$ cat src/hdl/rv_isa_pkg.sv
package rv_isa_pkg;

	//****************************************
	// widths and vector types
	//****************************************
	localparam int XLEN = 32;

	typedef logic [XLEN-1:0] word_t;
	typedef logic [XLEN-1:0] pc_t;
	typedef logic [XLEN-1:0] imm_t;
	typedef logic [4:0]      reg_idx_t;

	//****************************************
	// encodings of the kept instructions
	//****************************************
	// major opcodes
	localparam logic [6:0] OPC_OP     = 7'b011_0011;
	localparam logic [6:0] OPC_OP_IMM = 7'b001_0011;
	localparam logic [6:0] OPC_BRANCH = 7'b110_0011;

	// funct3, ADDI shares the ADD code
	localparam logic [2:0] F3_BEQ     = 3'b000;
	localparam logic [2:0] F3_BNE     = 3'b001;
	localparam logic [2:0] F3_ADD_SUB = 3'b000;

	// funct7 of SUB
	localparam logic [6:0] F7_SUB     = 7'b010_0000;

	// addi x0, x0, 0
	localparam word_t NOP_INSTR = 32'h0000_0013;

endpackage
$ cat src/hdl/core_pkg.sv
package core_pkg;

	// first fetch address
	localparam rv_isa_pkg::pc_t RESET_PC = 32'h0000_0000;

	//****************************************
	// bimodal predictor
	//****************************************
	localparam int BP_ENTRIES = 16;
	localparam int BP_IDX_W   = 4;

	typedef logic [1:0] ctr_t;

	// weakly not-taken
	localparam ctr_t CTR_RESET = 2'd1;

	typedef enum logic [1:0] {
		ALU_ADD,
		ALU_SUB,
		ALU_PASS_NONE
	} alu_op_e;

	typedef enum logic [1:0] {
		FS_IDLE,
		FS_REQ,
		FS_RELEASE
	} fetch_state_e;

	//****************************************
	// stage records
	//****************************************
	typedef struct packed {
		logic                 valid;
		rv_isa_pkg::pc_t      pc;
		rv_isa_pkg::word_t    instr;
		logic                 pred_taken;
		rv_isa_pkg::pc_t      pred_npc;
	} fd_t;

	typedef struct packed {
		logic                 valid;
		rv_isa_pkg::pc_t      pc;
		rv_isa_pkg::word_t    rs1_val;
		rv_isa_pkg::word_t    rs2_val;
		rv_isa_pkg::imm_t     imm;
		rv_isa_pkg::reg_idx_t rd;
		logic                 we;
		alu_op_e              alu_op;
		logic                 is_branch;
		logic                 br_ne;
		logic                 pred_taken;
		rv_isa_pkg::pc_t      pred_npc;
	} de_t;

	typedef struct packed {
		logic                 valid;
		rv_isa_pkg::pc_t      pc;
		logic                 is_branch;
		logic                 pred_taken;
		logic                 taken;
		logic                 mispredict;
		rv_isa_pkg::reg_idx_t rd;
		logic                 we;
		rv_isa_pkg::word_t    wdata;
	} commit_t;

	typedef struct packed {
		logic                 valid;
		rv_isa_pkg::pc_t      target;
		logic                 train_valid;
		rv_isa_pkg::pc_t      train_pc;
		logic                 train_taken;
	} redirect_t;

endpackage

$ cat src/hdl/core_top.sv
module core_top (
	input  logic                  clk_i,
	input  logic                  arst_n_i,
	output logic                  imem_req_o,
	output rv_isa_pkg::pc_t       imem_addr_o,
	input  logic                  imem_ack_i,
	input  rv_isa_pkg::word_t     imem_rdata_i,
	output core_pkg::commit_t     commit_o
);

	logic                 fetch_done;
	logic                 fetch_stale;
	logic                 kill_decode;
	core_pkg::redirect_t  redirect;
	rv_isa_pkg::pc_t      bp_pc;
	logic                 bp_taken;
	core_pkg::fd_t        fd;
	core_pkg::de_t        de;
	logic                 wb_we;
	rv_isa_pkg::reg_idx_t wb_rd;
	rv_isa_pkg::word_t    wb_data;

	//****************************************
	// control and fetch
	//****************************************
	pipe_control u_pipe_control (
		.clk_i         (clk_i),
		.arst_n_i      (arst_n_i),
		.imem_req_o    (imem_req_o),
		.imem_ack_i    (imem_ack_i),
		.redirect_i    (redirect),
		.fetch_done_o  (fetch_done),
		.fetch_stale_o (fetch_stale),
		.kill_decode_o (kill_decode)
	);

	fetch_stage u_fetch_stage (
		.clk_i         (clk_i),
		.arst_n_i      (arst_n_i),
		.imem_addr_o   (imem_addr_o),
		.imem_rdata_i  (imem_rdata_i),
		.fetch_done_i  (fetch_done),
		.fetch_stale_i (fetch_stale),
		.kill_i        (kill_decode),
		.redirect_i    (redirect),
		.bp_pc_o       (bp_pc),
		.bp_taken_i    (bp_taken),
		.fd_o          (fd)
	);

	branch_predictor u_branch_predictor (
		.clk_i        (clk_i),
		.arst_n_i     (arst_n_i),
		.lookup_pc_i  (bp_pc),
		.pred_taken_o (bp_taken),
		.redirect_i   (redirect)
	);

	//****************************************
	// decode and execute
	//****************************************
	decode_stage u_decode_stage (
		.clk_i     (clk_i),
		.arst_n_i  (arst_n_i),
		.fd_i      (fd),
		.kill_i    (kill_decode),
		.wb_we_i   (wb_we),
		.wb_rd_i   (wb_rd),
		.wb_data_i (wb_data),
		.de_o      (de)
	);

	execute_stage u_execute_stage (
		.clk_i      (clk_i),
		.arst_n_i   (arst_n_i),
		.de_i       (de),
		.wb_we_o    (wb_we),
		.wb_rd_o    (wb_rd),
		.wb_data_o  (wb_data),
		.redirect_o (redirect),
		.commit_o   (commit_o)
	);

endmodule

$ cat src/hdl/execute_stage.sv
module execute_stage (
	input  logic                 clk_i,
	input  logic                 arst_n_i,
	input  core_pkg::de_t        de_i,
	output logic                 wb_we_o,
	output rv_isa_pkg::reg_idx_t wb_rd_o,
	output rv_isa_pkg::word_t    wb_data_o,
	output core_pkg::redirect_t  redirect_o,
	output core_pkg::commit_t    commit_o
);

	rv_isa_pkg::word_t alu_res;
	rv_isa_pkg::pc_t   br_target;
	rv_isa_pkg::pc_t   actual_npc;
	logic              taken;
	logic              mispredict;
	core_pkg::commit_t commit_q;

	always_comb begin
		case (de_i.alu_op)
			core_pkg::ALU_ADD: alu_res = de_i.rs1_val + de_i.rs2_val;
			core_pkg::ALU_SUB: alu_res = de_i.rs1_val - de_i.rs2_val;
			default:           alu_res = '0;
		endcase
	end

	//****************************************
	// branch resolution
	//****************************************
	assign taken = de_i.is_branch &&
		(de_i.br_ne ? (de_i.rs1_val != de_i.rs2_val) : (de_i.rs1_val == de_i.rs2_val));

	assign br_target  = de_i.pc + de_i.imm;
	assign actual_npc = taken ? br_target : (de_i.pc + 32'd4);
	assign mispredict = de_i.valid && (actual_npc != de_i.pred_npc);

	assign redirect_o.valid       = mispredict;
	assign redirect_o.target      = actual_npc;
	assign redirect_o.train_valid = de_i.valid && de_i.is_branch;
	assign redirect_o.train_pc    = de_i.pc;
	assign redirect_o.train_taken = taken;

	// write port, also the forward source for decode
	assign wb_we_o   = de_i.valid && de_i.we;
	assign wb_rd_o   = de_i.rd;
	assign wb_data_o = alu_res;

	always_ff @(posedge clk_i or negedge arst_n_i) begin
		if (!arst_n_i) begin
			commit_q <= '0;
		end else begin
			commit_q.valid      <= de_i.valid;
			commit_q.pc         <= de_i.pc;
			commit_q.is_branch  <= de_i.is_branch;
			commit_q.pred_taken <= de_i.pred_taken;
			commit_q.taken      <= taken;
			commit_q.mispredict <= mispredict;
			commit_q.rd         <= de_i.rd;
			commit_q.we         <= wb_we_o;
			commit_q.wdata      <= alu_res;
		end
	end

	assign commit_o = commit_q;

	a_no_x0_write: assert property (@(posedge clk_i) disable iff (!arst_n_i)
		wb_we_o |-> (wb_rd_o != '0));

	// fetch must predict fall-through for everything but a branch
	a_mispredict_on_branch: assert property (@(posedge clk_i) disable iff (!arst_n_i)
		redirect_o.valid |-> de_i.is_branch);

endmodule

$ cat src/hdl/decode_stage.sv
module decode_stage (
	input  logic                 clk_i,
	input  logic                 arst_n_i,
	input  core_pkg::fd_t        fd_i,
	input  logic                 kill_i,
	input  logic                 wb_we_i,
	input  rv_isa_pkg::reg_idx_t wb_rd_i,
	input  rv_isa_pkg::word_t    wb_data_i,
	output core_pkg::de_t        de_o
);

	logic [6:0]           opcode;
	logic [2:0]           funct3;
	logic [6:0]           funct7;
	rv_isa_pkg::reg_idx_t rs1;
	rv_isa_pkg::reg_idx_t rs2;
	rv_isa_pkg::reg_idx_t rd;
	rv_isa_pkg::imm_t     imm_i;
	rv_isa_pkg::imm_t     imm_b;
	rv_isa_pkg::word_t    rs1_val;
	rv_isa_pkg::word_t    rs2_val;
	rv_isa_pkg::word_t    regs [1:31];
	logic                 wr_en;
	core_pkg::de_t        de_d;
	core_pkg::de_t        de_q;

	assign opcode = fd_i.instr[6:0];
	assign rd     = fd_i.instr[11:7];
	assign funct3 = fd_i.instr[14:12];
	assign rs1    = fd_i.instr[19:15];
	assign rs2    = fd_i.instr[24:20];
	assign funct7 = fd_i.instr[31:25];

	assign imm_i = {{20{fd_i.instr[31]}}, fd_i.instr[31:20]};
	assign imm_b = {{19{fd_i.instr[31]}}, fd_i.instr[31], fd_i.instr[7],
		fd_i.instr[30:25], fd_i.instr[11:8], 1'b0};

	//****************************************
	// register file with forwarding
	//****************************************
	// execute writes this cycle, so its port wins over the array
	assign rs1_val = (rs1 == '0) ? '0 :
		(wb_we_i && (wb_rd_i == rs1)) ? wb_data_i : regs[rs1];
	assign rs2_val = (rs2 == '0) ? '0 :
		(wb_we_i && (wb_rd_i == rs2)) ? wb_data_i : regs[rs2];

	always_ff @(posedge clk_i) begin
		if (wb_we_i && (wb_rd_i != '0)) begin
			regs[wb_rd_i] <= wb_data_i;
		end
	end

	always_comb begin
		de_d            = '0;
		wr_en           = 1'b0;
		de_d.valid      = fd_i.valid;
		de_d.pc         = fd_i.pc;
		de_d.pred_taken = fd_i.pred_taken;
		de_d.pred_npc   = fd_i.pred_npc;
		de_d.rs1_val    = rs1_val;
		de_d.rs2_val    = rs2_val;
		de_d.imm        = imm_b;
		de_d.rd         = rd;
		de_d.alu_op     = core_pkg::ALU_PASS_NONE;
		case (opcode)
			rv_isa_pkg::OPC_OP: begin
				if (funct3 == rv_isa_pkg::F3_ADD_SUB && funct7 == rv_isa_pkg::F7_SUB) begin
					de_d.alu_op = core_pkg::ALU_SUB;
					wr_en       = 1'b1;
				end else if (funct3 == rv_isa_pkg::F3_ADD_SUB && funct7 == 7'd0) begin
					de_d.alu_op = core_pkg::ALU_ADD;
					wr_en       = 1'b1;
				end
			end
			rv_isa_pkg::OPC_OP_IMM: begin
				if (funct3 == rv_isa_pkg::F3_ADD_SUB) begin
					// operand b carries the immediate
					de_d.alu_op  = core_pkg::ALU_ADD;
					de_d.rs2_val = imm_i;
					de_d.imm     = imm_i;
					wr_en        = 1'b1;
				end
			end
			rv_isa_pkg::OPC_BRANCH: begin
				if (funct3 == rv_isa_pkg::F3_BEQ || funct3 == rv_isa_pkg::F3_BNE) begin
					de_d.is_branch = 1'b1;
					de_d.br_ne     = (funct3 == rv_isa_pkg::F3_BNE);
				end
			end
			default: begin
			end
		endcase
		// x0 is never written
		de_d.we = wr_en && (rd != '0);
	end

	always_ff @(posedge clk_i or negedge arst_n_i) begin
		if (!arst_n_i) begin
			de_q <= '0;
		end else begin
			de_q       <= de_d;
			de_q.valid <= de_d.valid && !kill_i;
		end
	end

	assign de_o = de_q;

endmodule

$ cat src/hdl/branch_predictor.sv
module branch_predictor (
	input  logic                clk_i,
	input  logic                arst_n_i,
	input  rv_isa_pkg::pc_t     lookup_pc_i,
	output logic                pred_taken_o,
	input  core_pkg::redirect_t redirect_i
);

	core_pkg::ctr_t                table_q [core_pkg::BP_ENTRIES];
	logic [core_pkg::BP_IDX_W-1:0] lookup_idx;
	logic [core_pkg::BP_IDX_W-1:0] train_idx;
	core_pkg::ctr_t                train_ctr;

	// index from word address bits
	assign lookup_idx = lookup_pc_i[core_pkg::BP_IDX_W+1:2];
	assign train_idx  = redirect_i.train_pc[core_pkg::BP_IDX_W+1:2];

	// upper bit set means taken
	assign pred_taken_o = table_q[lookup_idx][1];

	assign train_ctr = table_q[train_idx];

	//****************************************
	// saturating update from execute
	//****************************************
	always_ff @(posedge clk_i or negedge arst_n_i) begin
		if (!arst_n_i) begin
			for (int i = 0; i < core_pkg::BP_ENTRIES; i++) begin
				table_q[i] <= core_pkg::CTR_RESET;
			end
		end else if (redirect_i.train_valid) begin
			if (redirect_i.train_taken && (train_ctr != 2'd3)) begin
				table_q[train_idx] <= train_ctr + 2'd1;
			end else if (!redirect_i.train_taken && (train_ctr != 2'd0)) begin
				table_q[train_idx] <= train_ctr - 2'd1;
			end
		end
	end

endmodule

$ cat src/hdl/fetch_stage.sv
module fetch_stage (
	input  logic                clk_i,
	input  logic                arst_n_i,
	output rv_isa_pkg::pc_t     imem_addr_o,
	input  rv_isa_pkg::word_t   imem_rdata_i,
	input  logic                fetch_done_i,
	input  logic                fetch_stale_i,
	input  logic                kill_i,
	input  core_pkg::redirect_t redirect_i,
	output rv_isa_pkg::pc_t     bp_pc_o,
	input  logic                bp_taken_i,
	output core_pkg::fd_t       fd_o
);

	rv_isa_pkg::pc_t   pc_q;
	rv_isa_pkg::pc_t   pend_target;
	rv_isa_pkg::word_t br_offset;
	rv_isa_pkg::pc_t   pred_npc;
	logic              is_branch;
	logic              pred_taken;
	logic              accept;
	core_pkg::fd_t     fd_q;

	assign imem_addr_o = pc_q;
	assign bp_pc_o     = pc_q;

	//****************************************
	// predecode of the returned word
	//****************************************
	assign is_branch = (imem_rdata_i[6:0] == rv_isa_pkg::OPC_BRANCH) &&
		((imem_rdata_i[14:12] == rv_isa_pkg::F3_BEQ) ||
		 (imem_rdata_i[14:12] == rv_isa_pkg::F3_BNE));

	// b-type offset
	assign br_offset = {{19{imem_rdata_i[31]}}, imem_rdata_i[31], imem_rdata_i[7],
		imem_rdata_i[30:25], imem_rdata_i[11:8], 1'b0};

	assign pred_taken = is_branch && bp_taken_i;
	assign pred_npc   = pred_taken ? (pc_q + br_offset) : (pc_q + 32'd4);
	assign accept     = fetch_done_i && !fetch_stale_i;

	// next fetch address
	always_ff @(posedge clk_i or negedge arst_n_i) begin
		if (!arst_n_i) begin
			pc_q <= core_pkg::RESET_PC;
		end else if (fetch_done_i) begin
			if (!fetch_stale_i) begin
				pc_q <= pred_npc;
			end else if (redirect_i.valid) begin
				pc_q <= redirect_i.target;
			end else begin
				pc_q <= pend_target;
			end
		end else if (redirect_i.valid && !fetch_stale_i) begin
			// no request open, address may change now
			pc_q <= redirect_i.target;
		end
	end

	// target held until the stale response is gone
	always_ff @(posedge clk_i) begin
		if (redirect_i.valid) begin
			pend_target <= redirect_i.target;
		end
	end

	always_ff @(posedge clk_i or negedge arst_n_i) begin
		if (!arst_n_i) begin
			fd_q <= '0;
		end else begin
			fd_q.valid <= accept && !kill_i;
			if (accept) begin
				fd_q.pc         <= pc_q;
				fd_q.instr      <= imem_rdata_i;
				fd_q.pred_taken <= pred_taken;
				fd_q.pred_npc   <= pred_npc;
			end
		end
	end

	assign fd_o = fd_q;

endmodule

$ cat src/hdl/pipe_control.sv
module pipe_control (
	input  logic                clk_i,
	input  logic                arst_n_i,
	output logic                imem_req_o,
	input  logic                imem_ack_i,
	input  core_pkg::redirect_t redirect_i,
	output logic                fetch_done_o,
	output logic                fetch_stale_o,
	output logic                kill_decode_o
);

	core_pkg::fetch_state_e state_q;
	core_pkg::fetch_state_e state_d;
	logic                   stale_q;

	//****************************************
	// four-phase fetch handshake
	//****************************************
	always_comb begin
		state_d = state_q;
		unique case (state_q)
			core_pkg::FS_IDLE: begin
				state_d = core_pkg::FS_REQ;
			end
			core_pkg::FS_REQ: begin
				if (imem_ack_i) begin
					state_d = core_pkg::FS_RELEASE;
				end
			end
			core_pkg::FS_RELEASE: begin
				// wait for the memory to drop ack
				if (!imem_ack_i) begin
					state_d = core_pkg::FS_IDLE;
				end
			end
			default: begin
				state_d = core_pkg::FS_IDLE;
			end
		endcase
	end

	always_ff @(posedge clk_i or negedge arst_n_i) begin
		if (!arst_n_i) begin
			state_q <= core_pkg::FS_IDLE;
		end else begin
			state_q <= state_d;
		end
	end

	assign imem_req_o   = (state_q == core_pkg::FS_REQ);
	assign fetch_done_o = imem_req_o && imem_ack_i;

	// response is stale once a redirect hit the open request
	assign fetch_stale_o = imem_req_o && (stale_q || redirect_i.valid);

	always_ff @(posedge clk_i or negedge arst_n_i) begin
		if (!arst_n_i) begin
			stale_q <= 1'b0;
		end else if (fetch_done_o) begin
			stale_q <= 1'b0;
		end else if (imem_req_o && redirect_i.valid) begin
			stale_q <= 1'b1;
		end
	end

	// wrong-path instruction in decode dies with the redirect
	assign kill_decode_o = redirect_i.valid;

	a_req_after_ack_low: assert property (@(posedge clk_i) disable iff (!arst_n_i)
		$rose(imem_req_o) |-> !imem_ack_i);

	a_req_held_until_ack: assert property (@(posedge clk_i) disable iff (!arst_n_i)
		(state_q == core_pkg::FS_REQ) && !imem_ack_i |=> state_q == core_pkg::FS_REQ);

endmodule

$ cat config.mk
export PLATFORM = sky130hd
export DESIGN_NAME = core_top
export DESIGN_NICKNAME = d
export VERILOG_FILES = /design/src/hdl/rv_isa_pkg.sv /design/src/hdl/core_pkg.sv /design/src/hdl/core_top.sv /design/src/hdl/execute_stage.sv /design/src/hdl/decode_stage.sv /design/src/hdl/branch_predictor.sv /design/src/hdl/fetch_stage.sv /design/src/hdl/pipe_control.sv
export SDC_FILE = /design/constraint.sdc
export NUM_CORES = 2
export LEC_CHECK = 0
export BUFFER_PORTS_ARGS = -buffer_cell sky130_fd_sc_hd__buf_2
export CORE_ASPECT_RATIO = 0.8
export CORE_UTILIZATION = 45
export CTS_BUF_LIST = sky130_fd_sc_hd__clkbuf_4 sky130_fd_sc_hd__clkbuf_8
export CTS_CLUSTER_DIAMETER = 100
export DETAILED_ROUTE_END_ITERATION = 6
export PLACE_DENSITY_LB_ADDON = 0.12
export SLEW_MARGIN = 40
export SYNTH_ARGS = -nofsm -noshare
export SYNTH_HDL_FRONTEND = slang
export SYNTH_SLANG_ARGS = --single-unit
export TNS_END_PERCENT = 10
$ cat constraint.sdc
create_clock -name clk_i -period 4.9 [get_ports clk_i]
set_input_delay 0.98 -clock clk_i [delete_from_list [all_inputs] [get_ports clk_i]]
set_output_delay 0.98 -clock clk_i [all_outputs]
set_load 0.01 [all_outputs]
==> flow_metrics.tcl <==
set metrics [dict create \
    grt-ovfl-total 0 \
    yosysUniqueCellTypes 97 \
    cts_tree "done" \
    start_kind "flip-flop" \
    postLayoutCoreUtil_pct 52.4 \
    finalClockSkew_ps 64.4 \
    tightest_slew_ps 906 \
    period_needed_ps 4660 \
    clk_pin_slew_ps 70 \
    async_flop_share_pct 27.6 \
    ys.flop_type "edfxtp_1" \
    design.core.area_um2 153000 \
    grt_pass1_wl_um 305000 \
    status "completed" \
    fp.dieW_um 442 \
    syn_area_um2 69700 \
    dieArea_um2 156000 \
    yosys.area.top_type "edfxtp_1" \
    cts_buffer_depth 3 \
    synth_cells 4488 \
    syn_avg_cell_area_um2 15.5 \
    seqCellArea_um2 40300 \
    ys_warn_count 0 \
    grt_use_total_pct 27.1 \
    cts_sinks 1415 \
    crit_type "flip-flop to flip-flop" \
    peakVddDrop_uv 377 \
    finalNetCount 5034 \
    antenna_found_initial 6 \
    powerDensity_nw_per_um2 524 \
    via_count 43800 \
    fillers 12400 \
    syn2layout_area_growth_pct 15.1 \
    pin_count 143 \
    p_leak_nw 26.4 \
    drtIter0Drc 4793 \
    cts_buffers 221 \
    yosysTopAreaCellShare_pct 42.8 \
    chipHeight_um 354 \
    slew_headroom_pct 39.6 \
    synth-edff-count 992 \
    placementRows 128 \
    insertion_delay_ps 1000 \
    critPathLaunch "u_decode_stage.de_o[136]" \
    multiInputGateArea_um2 28300 \
    ff2ff_path_depth 19 \
    synth_area_leaders "edfxtp_1 (43%), mux4_2 (19%), dfrtp_1 (13%)" \
    maxSlewViolCount 0 \
    drive_above_1_share_pct 32.8 \
    grt_max_degree 81 \
    fmax_mhz 215 \
    min_from "imem_rdata_i[20]" \
    port-buffer-count 142 \
    regToRegSetupSlack_ps 240 \
    ant_nets 0 \
    endpoint_kind "flip-flop" \
    synth.most_common_cell "edfxtp_1" \
    hpwlAfterDp_um 135000 \
    hold_path.class "input pin to flip-flop" \
    wl_per_cell_um 30.0 \
    grt_pass1_vias 42600 \
    setup_violations 0 \
    ys_seq_area_share_pct 57.8 \
    wl_um 212000 \
    htree_levels 4 \
    place_area_um2 75000 \
    drc_errors 0 \
    ys_ff_latch 1415 \
    drt_first_pass_iters 7 \
    synth_commonest_cells "edfxtp_1 (992), mux4_2 (589), dfrtp_1 (375), nor2_1 (269), nand2_1 (215)" \
    maxCapViolCount 0 \
    syn_nets 4657 \
    finalHoldViolations 0 \
    hold_depth 2 \
    endpoint "u_fetch_stage.bp_pc_o[4]" \
    rr_startpoint "u_decode_stage.de_o[136]" \
    cts-root-buf "clkbuf_8" \
    vias_per_cell 6.19 \
    fin_crit_sh_pct 95.1 \
    finalInstanceArea_um2 80200 \
    path_max_fanout 16 \
    gp_congestion 0.910 \
    cp_data_required_time_ps 5750 \
    r2r-end "u_fetch_stage.bp_pc_o[4]" \
    initial_core_util_pct 45.5 \
    cp_data_arrival_time_ps 5510 \
]
## stage by stage
step / hold slack (ps) / setup TNS (ps) / instances / setup slack [ps] / power [mW]
after detailed placement: 348 / -7710 / 6654 / -128 / 30.7
after floorplan: 331 / 0 / 4488 / 481 / 25.1
final: 235 / 0 / 7081 / 240 / 42.0
after global placement: 340 / -15030 / 6650 / -199 / 30.6
after global routing: 175 / -14.0 / 7081 / -9.18 / 43.9
after CTS: 148 / 0 / 7076 / 18.1 / 42.0
## flip-flops by register name, summed over array words and instances, names as in the netlist, named ones only
signal	flops
u_execute_stage.commit_o	75
u_fetch_stage.bp_pc_o	32
u_fetch_stage.fd_o	97
u_decode_stage.regs	992
u_pipe_control.state_q	2
u_pipe_control.stale_q	1
u_decode_stage.de_o	152
u_fetch_stage.pend_target	32
u_branch_predictor.table_q	16
## placed cells by master, fill, tap and decap left out, types with 15 or more instances in the layout
cell | Yosys | routed
nand4_1 | 22 | 22
mux2_1 | 42 | 42
clkbuf_4 | 0 | 66
nand2b_1 | 16 | 16
nor2_1 | 269 | 214
and2_1 | 19 | 19
mux2_2 | 94 | 94
xor2_1 | 56 | 56
a21oi_1 | 212 | 211
buf_2 | 30 | 141
nor3_1 | 48 | 46
inv_1 | 139 | 139
ha_1 | 130 | 126
clkinv_2 | 0 | 34
o21ai_0 | 167 | 165
nor2_2 | 1 | 22
or3_1 | 21 | 20
mux2i_1 | 167 | 167
mux4_2 | 589 | 589
xnor2_1 | 111 | 111
clkbuf_8 | 0 | 263
a21o_1 | 40 | 40
dfxtp_1 | 32 | 32
o21a_1 | 20 | 20
buf_12 | 0 | 51
dfrtp_1 | 375 | 362
nor4_1 | 16 | 15
clkinv_1 | 0 | 23
edfxtp_1 | 992 | 992
nor2b_1 | 23 | 21
o21bai_1 | 21 | 20
a211oi_1 | 45 | 43
nand2_1 | 215 | 214
and3_1 | 21 | 21
nor2_4 | 1 | 35
dfstp_2 | 16 | 16
buf_4 | 1 | 230
bufinv_16 | 0 | 15
nand3_1 | 53 | 51
## where the power goes
| group | internal, mW | total [mW] | switching (mW) |
|---|---|---|---|
| logic | 6.73 | 15.6 | 8.90 |
| registers | 13.6 | 15.1 | 1.52 |
| clock network | 6.23 | 11.2 | 5.00 |
## critical path: stages (launching register included)
cell,delay [ps]
dfrtp_1,390
ha_2,420
nand3_1,160
nor4_4,300
buf_4,220
a31oi_2,150
nor2_4,240
inv_4,140
and4_1,200
a211o_1,310
o31a_1,260
o32ai_1,210
buf_4,200
nor4_4,50
a41oi_4,320
buf_12,180
o21ai_4,70
buf_12,180
buf_4,140
a222oi_1,350
## worst min-delay path by stage
stage / slack, ps / endpoint
6_report: 230 / u_fetch_stage.fd_o[53]
5_1_grt: 170 / u_fetch_stage.fd_o[54]
4_1_cts: 150 / u_fetch_stage.fd_o[53]
3_5_place_dp: 350 / u_execute_stage.commit_o[40]
3_3_place_gp: 340 / u_execute_stage.commit_o[40]
2_1_floorplan: 330 / u_execute_stage.commit_o[40]
## logic make-up (layout without fill, tap and decap cells)
kind of cell / count (synthesis) / after routing / share of synthesized area, %
fa+ha+maj: 134 / 134 / 2.45
other cells: 0 / 3 / 0
xor+xnor: 170 / 170 / 2.20
flops: 1415 / 1415 / 57.8
compound gates: 674 / 674 / 6.18
mux: 892 / 892 / 23.6
simple gates: 788 / 788 / 5.39
buf+inv: 415 / 990 / 2.39
## final cells by class
class	instances	area share, %
clock buffer	329	5.13
antenna	3	0.00936
tap	2015	3.14
sequential	1415	50.2
timing repair buffer	429	4.45
clock inverter	92	1.17
multi-input combinational	2658	35.2
inverter	140	0.658
## per-layer routing
metal | up-vias | wire [um] | GRT usage, %
met5 | - | 13 | 0
met4 | 2 | 5130 | 7.11
met3 | 306 | 16800 | 5.18
met2 | 1887 | 97200 | 41.3
met1 | 23000 | 93000 | 39.9
li1 | 18600 | - | -
## repair_timing
action	CTS	global route
buffers inserted	0	2
pin swaps	2	7
hold buffers	1	0
resized for setup	4	31
endpoints found under the hold margin	31	0
endpoints found under the setup margin	106	223
Note: power is estimated with default switching activity, not from simulation.
